<file path="src/hw/row_mem_pkg.sv">
package row_mem_pkg;

    // ----------------------------------------------------------------------
    // row memory counts
    // ----------------------------------------------------------------------
    localparam int NUM_ACT_ROW_MEM = 96;
    localparam int NUM_WGT_ROW_MEM = 3;

    // row counter widths
    localparam int ACT_ROW_IDX_W   = 7;
    localparam int WGT_ROW_IDX_W   = 2;

    // ----------------------------------------------------------------------
    // sample and address types
    // ----------------------------------------------------------------------
    typedef logic signed [7:0] sample_t;

    // flat stream addresses
    typedef logic [12:0] act_addr_t;
    typedef logic [9:0]  wgt_addr_t;

    // address inside one row memory, also the input image height and width
    typedef logic [6:0]  act_row_addr_t;
    typedef logic [7:0]  wgt_row_addr_t;

    // one-hot row memory selects
    typedef logic [NUM_ACT_ROW_MEM-1:0] act_sel_t;
    typedef logic [NUM_WGT_ROW_MEM-1:0] wgt_sel_t;

    // ----------------------------------------------------------------------
    // layer configuration
    // ----------------------------------------------------------------------
    typedef logic [7:0] oc_t;

    // output image height or width
    typedef logic [5:0] img_dim_t;

    // kernel size or stride
    typedef logic [2:0] kern_t;

    // load sequence
    typedef enum logic [1:0] {
        IDLE,
        LOAD,
        DONE
    } load_state_t;

endpackage

</file>
<file path="src/hw/load_cfg_if.sv">
`timescale 1ns/10ps

interface load_cfg_if import row_mem_pkg::*; ();

    // derived geometry, stable while loading
    act_row_addr_t in_img_w;
    kern_t         k;

    // load status
    logic          load_active;

    // aligned with the registered stream addresses in the scatter units
    logic          act_end;
    logic          wgt_end;

    modport ctrl (
        output in_img_w,
        output k,
        output load_active,
        output act_end,
        output wgt_end
    );

    modport scatter (
        input  in_img_w,
        input  k,
        input  load_active,
        input  act_end,
        input  wgt_end
    );

endinterface

</file>
<file path="src/hw/load_ctrl.sv">
`timescale 1ns/10ps

module load_ctrl import row_mem_pkg::*; (
    input  logic      clk,
    input  logic      resetn,
    input  logic      start,
    input  oc_t       oc,
    input  img_dim_t  img_h,
    input  img_dim_t  img_w,
    input  kern_t     k,
    input  kern_t     stride,
    input  act_addr_t act_addr,
    input  wgt_addr_t wgt_addr,
    output logic      done,
    load_cfg_if.ctrl  cfg
);

    act_row_addr_t in_img_h;
    act_row_addr_t in_img_w;
    act_addr_t     act_total;
    wgt_addr_t     wgt_total;
    logic          streams_done;
    logic          act_end_q;
    logic          wgt_end_q;
    load_state_t   state;
    load_state_t   state_nxt;

    // ----------------------------------------------------------------------
    // input geometry
    // ----------------------------------------------------------------------
    // (out - 1) * stride + k, computed at the row address width
    assign in_img_h = (act_row_addr_t'(img_h) - act_row_addr_t'(1)) * act_row_addr_t'(stride)
                      + act_row_addr_t'(k);
    assign in_img_w = (act_row_addr_t'(img_w) - act_row_addr_t'(1)) * act_row_addr_t'(stride)
                      + act_row_addr_t'(k);

    // samples per stream
    assign act_total = act_addr_t'(in_img_h) * act_addr_t'(in_img_w);
    assign wgt_total = wgt_addr_t'(k) * wgt_addr_t'(k) * wgt_addr_t'(oc);

    // ----------------------------------------------------------------------
    // load sequence
    // ----------------------------------------------------------------------
    // raw port addresses, so DONE follows one cycle after both ends
    assign streams_done = (act_addr >= act_total) && (wgt_addr >= wgt_total);

    always_comb begin
        state_nxt = state;
        case (state)
            IDLE: begin
                if (start) begin
                    state_nxt = LOAD;
                end
            end
            LOAD: begin
                if (streams_done) begin
                    state_nxt = DONE;
                end
            end
            DONE: begin
                state_nxt = IDLE;
            end
            default: begin
                state_nxt = IDLE;
            end
        endcase
    end

    always_ff @(posedge clk or negedge resetn) begin
        if (!resetn) begin
            state <= IDLE;
        end else begin
            state <= state_nxt;
        end
    end

    // ----------------------------------------------------------------------
    // end-of-stream flags
    // ----------------------------------------------------------------------
    // registered once, so they line up with the scatter input slice
    always_ff @(posedge clk or negedge resetn) begin
        if (!resetn) begin
            act_end_q <= 1'b0;
            wgt_end_q <= 1'b0;
        end else begin
            act_end_q <= (act_addr >= act_total - act_addr_t'(1));
            wgt_end_q <= (wgt_addr >= wgt_total);
        end
    end

    assign done            = (state == DONE);
    assign cfg.in_img_w    = in_img_w;
    assign cfg.k           = k;
    assign cfg.load_active = (state == LOAD);
    assign cfg.act_end     = act_end_q;
    assign cfg.wgt_end     = wgt_end_q;

endmodule

</file>
<file path="src/hw/act_row_scatter.sv">
`timescale 1ns/10ps

module act_row_scatter import row_mem_pkg::*; (
    input  logic          clk,
    input  logic          resetn,
    input  sample_t       act_data,
    input  act_addr_t     act_addr,
    output sample_t       act_row_data,
    output act_row_addr_t act_row_addr,
    output act_sel_t      act_row_en,
    output act_sel_t      act_row_we,
    load_cfg_if.scatter   cfg
);

    sample_t                  data_q;
    act_addr_t                addr_q;
    act_row_addr_t            col;
    logic                     col_wrap;
    logic                     past_end;
    logic [ACT_ROW_IDX_W-1:0] row_cnt;
    sample_t                  row_data_q;
    act_row_addr_t            row_addr_q;
    act_sel_t                 row_sel_q;

    // ----------------------------------------------------------------------
    // input slice
    // ----------------------------------------------------------------------
    always_ff @(posedge clk) begin
        data_q <= act_data;
        addr_q <= act_addr;
    end

    // ----------------------------------------------------------------------
    // column and row tracking
    // ----------------------------------------------------------------------
    assign col = act_row_addr_t'(addr_q % act_addr_t'(cfg.in_img_w));

    // the held address past the end must not move the row again
    assign col_wrap = (col == cfg.in_img_w - act_row_addr_t'(1)) && !past_end;

    always_ff @(posedge clk or negedge resetn) begin
        if (!resetn) begin
            row_cnt    <= '0;
            past_end   <= 1'b0;
            row_data_q <= '0;
            row_addr_q <= '0;
            row_sel_q  <= '0;
        end else if (cfg.load_active) begin
            row_data_q <= data_q;
            row_addr_q <= col;
            // one image row per memory
            row_sel_q  <= act_sel_t'(1) << row_cnt;
            past_end   <= cfg.act_end;
            if (col_wrap) begin
                row_cnt <= row_cnt + ACT_ROW_IDX_W'(1);
            end
        end else begin
            // outside LOAD everything returns to zero
            row_cnt    <= '0;
            past_end   <= 1'b0;
            row_data_q <= '0;
            row_addr_q <= '0;
            row_sel_q  <= '0;
        end
    end

    assign act_row_data = row_data_q;
    assign act_row_addr = row_addr_q;

    // every enabled memory is written
    assign act_row_en   = row_sel_q;
    assign act_row_we   = row_sel_q;

endmodule

</file>
<file path="src/hw/weight_row_scatter.sv">
`timescale 1ns/10ps

module weight_row_scatter import row_mem_pkg::*; (
    input  logic          clk,
    input  logic          resetn,
    input  sample_t       wgt_data,
    input  wgt_addr_t     wgt_addr,
    output sample_t       wgt_row_data,
    output wgt_row_addr_t wgt_row_addr,
    output wgt_sel_t      wgt_row_en,
    output wgt_sel_t      wgt_row_we,
    load_cfg_if.scatter   cfg
);

    sample_t                  data_q;
    wgt_addr_t                addr_q;
    wgt_addr_t                k_ext;
    wgt_addr_t                kk;
    wgt_addr_t                in_kern;
    wgt_addr_t                in_plane;
    logic [WGT_ROW_IDX_W-1:0] kern_row;
    logic                     oc_wrap;
    oc_t                      oc_cnt;
    sample_t                  row_data_q;
    wgt_row_addr_t            row_addr_q;
    wgt_sel_t                 row_sel_q;

    // ----------------------------------------------------------------------
    // input slice
    // ----------------------------------------------------------------------
    always_ff @(posedge clk) begin
        data_q <= wgt_data;
        addr_q <= wgt_addr;
    end

    // ----------------------------------------------------------------------
    // address folding
    // ----------------------------------------------------------------------
    assign k_ext = wgt_addr_t'(cfg.k);
    assign kk    = k_ext * k_ext;

    // position inside one kernel row and inside one K x K plane
    assign in_kern  = addr_q % k_ext;
    assign in_plane = addr_q % kk;

    // kernel row of the sample picks the memory
    assign kern_row = WGT_ROW_IDX_W'((addr_q / k_ext) % k_ext);

    // next output channel after the last sample of a plane
    assign oc_wrap = (in_plane == kk - wgt_addr_t'(1)) && !cfg.wgt_end;

    always_ff @(posedge clk or negedge resetn) begin
        if (!resetn) begin
            oc_cnt     <= '0;
            row_data_q <= '0;
            row_addr_q <= '0;
            row_sel_q  <= '0;
        end else if (cfg.load_active) begin
            row_data_q <= data_q;
            // channels are stacked K entries apart in each row memory
            row_addr_q <= wgt_row_addr_t'(in_kern + k_ext * wgt_addr_t'(oc_cnt));
            if (cfg.wgt_end) begin
                row_sel_q <= '0;
            end else begin
                row_sel_q <= wgt_sel_t'(1) << kern_row;
            end
            if (oc_wrap) begin
                oc_cnt <= oc_cnt + oc_t'(1);
            end
        end else begin
            oc_cnt     <= '0;
            row_data_q <= '0;
            row_addr_q <= '0;
            row_sel_q  <= '0;
        end
    end

    assign wgt_row_data = row_data_q;
    assign wgt_row_addr = row_addr_q;
    assign wgt_row_en   = row_sel_q;
    assign wgt_row_we   = row_sel_q;

endmodule

</file>
<file path="src/hw/row_mem_dist_top.sv">
`timescale 1ns/10ps

module row_mem_dist_top import row_mem_pkg::*; (
    input  logic          clk,
    input  logic          resetn,

    // ----------------------------------------------------------------------
    // control
    // ----------------------------------------------------------------------
    input  logic          start,
    output logic          done,

    // ----------------------------------------------------------------------
    // layer configuration
    // ----------------------------------------------------------------------
    input  oc_t           oc,
    input  img_dim_t      img_h,
    input  img_dim_t      img_w,
    input  kern_t         k,
    input  kern_t         stride,

    // ----------------------------------------------------------------------
    // input streams
    // ----------------------------------------------------------------------
    input  sample_t       act_data,
    input  act_addr_t     act_addr,
    input  sample_t       wgt_data,
    input  wgt_addr_t     wgt_addr,

    // ----------------------------------------------------------------------
    // activation row memories
    // ----------------------------------------------------------------------
    output sample_t       act_row_data,
    output act_row_addr_t act_row_addr,
    output act_sel_t      act_row_en,
    output act_sel_t      act_row_we,

    // ----------------------------------------------------------------------
    // weight row memories
    // ----------------------------------------------------------------------
    output sample_t       wgt_row_data,
    output wgt_row_addr_t wgt_row_addr,
    output wgt_sel_t      wgt_row_en,
    output wgt_sel_t      wgt_row_we
);

    // geometry and status shared by the controller and both scatter units
    load_cfg_if cfg_if ();

    load_ctrl u_ctrl (
        .clk      (clk),
        .resetn   (resetn),
        .start    (start),
        .oc       (oc),
        .img_h    (img_h),
        .img_w    (img_w),
        .k        (k),
        .stride   (stride),
        .act_addr (act_addr),
        .wgt_addr (wgt_addr),
        .done     (done),
        .cfg      (cfg_if.ctrl)
    );

    // one image row per activation memory
    act_row_scatter u_act (
        .clk          (clk),
        .resetn       (resetn),
        .act_data     (act_data),
        .act_addr     (act_addr),
        .act_row_data (act_row_data),
        .act_row_addr (act_row_addr),
        .act_row_en   (act_row_en),
        .act_row_we   (act_row_we),
        .cfg          (cfg_if.scatter)
    );

    // one kernel row per weight memory
    weight_row_scatter u_wgt (
        .clk          (clk),
        .resetn       (resetn),
        .wgt_data     (wgt_data),
        .wgt_addr     (wgt_addr),
        .wgt_row_data (wgt_row_data),
        .wgt_row_addr (wgt_row_addr),
        .wgt_row_en   (wgt_row_en),
        .wgt_row_we   (wgt_row_we),
        .cfg          (cfg_if.scatter)
    );

endmodule

</file>
<file path="config.mk">
export PLATFORM = sky130hd
export DESIGN_NAME = row_mem_dist_top
export DESIGN_NICKNAME = d
export VERILOG_FILES = /design/src/hw/row_mem_pkg.sv /design/src/hw/load_cfg_if.sv /design/src/hw/load_ctrl.sv /design/src/hw/act_row_scatter.sv /design/src/hw/weight_row_scatter.sv /design/src/hw/row_mem_dist_top.sv
export SDC_FILE = /design/constraint.sdc
export NUM_CORES = 1
export LEC_CHECK = 0
export BUFFER_PORTS_ARGS = -buffer_cell sky130_fd_sc_hd__buf_2
export CELL_PAD_IN_SITES_DETAIL_PLACEMENT = 2
export CELL_PAD_IN_SITES_GLOBAL_PLACEMENT = 2
export CORE_MARGIN = 2
export CORE_UTILIZATION = 39
export DETAILED_ROUTE_END_ITERATION = 6
export HOLD_SLACK_MARGIN = 0.08
export PLACE_DENSITY = 0.95
export SYNTH_ARGS = -nofsm -noshare
export SYNTH_HDL_FRONTEND = slang
export SYNTH_SLANG_ARGS = --single-unit
</file>
<file path="constraint.sdc">
create_clock -name clk -period 41.7 [get_ports clk]
set_input_delay 2.085 -clock clk [delete_from_list [all_inputs] [get_ports clk]]
set_output_delay 2.085 -clock clk [all_outputs]
set_load 0.02 [all_outputs]
</file>
==> results.json <==
{
  "hp-start": "u_wgt.data_q[1]",
  "status": "complete, no violations",
  "area_growth_pct": 9.409,
  "ctsResizeCount": 0,
  "whs_ps": 449.2,
  "antenna_found_initial": 0,
  "synth-xor-area-share_pct": 5.606,
  "cts_tree": "yes",
  "drive_above_1_share_pct": 15.20,
  "cp_max_fo": 21,
  "period_minus_slack_ps": 35410,
  "syn_inst": 2717,
  "tightestPinTransition_ps": 1041,
  "reg2reg_slack_ps": 10990,
  "setup_tns_ps": 0,
  "worstPathArrival_ps": 35780,
  "slew_headroom_pct": 30.32,
  "clockBufferDepth": 2,
  "crit_path_top_delay_cell": "fa_1",
  "ys_async_sr_fraction_pct": 79.37,
  "drt_first_iter_violations": 955,
  "ys_seq_elements": 189,
  "grt_first_pass_wirelength_um": 139300,
  "portBuffers": 297,
  "die_w_um": 243.0,
  "synth-edff-count": 0,
  "criticalPathCategory": "primary input to register",
  "grt_overflow_total": 0,
  "hold_class": "register to register",
  "yosys.cell_types.count": 107,
  "synth_flop_cell": "dfrtp_1",
  "ant_nets": 0,
  "num_antenna_cells": 0,
  "hpwl_um": 72200,
  "reg2reg_from": "u_act.addr_q[12]",
  "synthTopCellsByArea": "dfrtp_1 (17%), ha_1 (16%), fa_1 (5.7%)",
  "via_count": 21430,
  "synth_compound_area_share_pct": 18.39,
  "r2r_cells": 121,
  "syn-num-nets": 3133,
  "syn_area_per_cell_um2": 8.198,
  "report.final.slew_viol_count": 0,
  "synth-simple-area-share_pct": 22.18,
  "cts-root-buf": "clkbuf_16",
  "via_per_inst": 5.891,
  "cap_violations": 0,
  "r2r_end": "u_act.row_cnt[0]",
  "final_cell_mix": "buf_2 (296), ha_1 (285), nor2_1 (261)",
  "max_freq_mhz": 28.24,
  "cts_setup_buffers": 0,
  "path_buf_inv": 5,
  "hold_path_end": "u_wgt.wgt_row_data[1]",
  "ios": 298,
  "rows": 87,
  "place_area_um2": 23750,
  "synth_seq_area_share_pct": 20.36,
  "place_congestion": 0.9542,
  "final_util_pct": 43.22,
  "synth_warnings": 0,
  "clk_pin_slew_ps": 70,
  "grt_max_degree": 93,
  "rsz0062_at_grt": "no",
  "grt_usage_pct": 29.65,
  "worstSetupEndpointType": "register",
  "yosys.area.top_type_share_pct": 16.85,
  "skew_ps": 21.78,
  "grt_pass1_vias": 24448,
  "start_util_pct": 39.50,
  "cts_max_level": 4,
  "finish.instance_area_um2": 24370,
  "timing.critical_path.max_delay_family": "compound AO/OA/AOI/OAI gates",
  "ctsHoldBuffers": 0,
  "die_h_um": 243.0,
  "cts.sinks": 189,
  "drc": 0,
  "first_pass_iters": 5,
  "critPathLaunchType": "primary input",
  "drt_wl_total_um": 88950,
  "clk_latency_ps": 500,
  "hold_depth": 1,
  "cts_made_buffers": 17,
  "crit_start": "img_w[0]",
  "wl_per_cell_um": 24.45,
  "synth_top_cell_by_area": "dfrtp_1",
  "required_ps": 42070,
  "layout_worst_path_cycle_share_pct": 84.92,
  "synth_area_um2": 22270,
  "layout_commonest_cell": "buf_2",
  "hold_viol": 0,
  "synth_top_family_by_area": "simple AND/OR/NAND/NOR gates",
  "setup_viol": 0,
  "design.die.area_um2": 59040,
  "crit_top_cell": "o21a_1",
  "post_synth_fa_ha_maj_area_fraction_pct": 21.67,
  "max_stage_delay_ps": 630,
  "synthMuxAreaShare_pct": 3.663,
  "nNetsFinal": 3285,
  "core_area_um2": 56390
}
through the flow:
stage	worst slack [ps]	std cells
final	6288	3638
after detailed placement	6511	3606
after global placement	9912	3606
after CTS	6483	3638
after global routing	4075	3638
after floorplan	13150	2717
final cells by class:
| cell class | count | area, um2 |
|---|---|---|
| clock buffers | 20 | 467.9 |
| clock inverters | 12 | 142.6 |
| fillers | 6492 | 32020 |
| inverters | 199 | 747.0 |
| multi-input cells | 2152 | 15940 |
| flip-flops and latches | 189 | 4534 |
| well taps | 756 | 945.9 |
| repair buffers | 310 | 1590 |
state kept, by name, indices dropped and copies added, names as in the netlist, 8 cells and up:
register / count
u_wgt.addr_q: 10
u_wgt.data_q: 8
u_act.data_q: 8
u_wgt.wgt_row_data: 8
u_act.act_row_en: 96
u_wgt.wgt_row_addr: 8
u_wgt.oc_cnt: 8
u_act.act_row_data: 8
u_act.addr_q: 13
worst max-delay path by stage:
stage	slack, ps	to	depth (start not counted)
floorplan	13150	u_act.row_cnt[0]	140
global placement	9910	u_act.row_cnt[0]	134
detailed placement	6510	u_act.row_cnt[0]	134
CTS	6480	u_act.row_cnt[0]	134
global route	4080	u_act.row_cnt[0]	134
finish	6290	u_act.row_cnt[0]	134
routing by layer:
| metal | part of all wire [%] | track usage, % |
|---|---|---|
| met3 | 3.3 | 3.627 |
| met1 | 40 | 33.19 |
| met2 | 53 | 56.59 |
| met5 | 0 | 0 |
| met4 | 3.6 | 11.57 |
cells in the mapped netlist, types with 9 or more instances:
library cell and instances:
o211ai_1 15, dfxtp_1 39, a211o_1 10, inv_1 197, nand3_1 56, o21a_1 68, buf_4 100, or3_1 29
clkbuf_1 66, nand4_1 35, nor3b_1 10, xnor2_1 88, nand2_1 220, a31oi_1 17, a21o_1 50, fa_1 63
xor2_1 52, o22ai_1 12, o211a_1 9, mux2i_1 43, ha_1 285, a211oi_1 27, dfrtp_1 150, mux2_2 33
nand3b_1 9, nor4_1 17, and2_1 68, or2_2 20, a21oi_1 135, nand2b_1 45, a31o_2 9, nor2b_1 45
o21ai_1 9, o21ai_0 105, o31ai_1 15, nor2_1 261, o21bai_1 23, and3_1 33, nor3_1 97
kinds of logic (layout without fill, tap and decap cells):
family,count (synthesis),in the layout
compound gates,598,598
xor+xnor,141,141
fa+ha+maj,348,348
buf+inv,376,541
flops,189,189
mux,77,77
simple gates,988,988
Power is left out: the tool's default activity adds up to more than one toggle a clock period on the data nets, which glitch-free logic cannot reach.
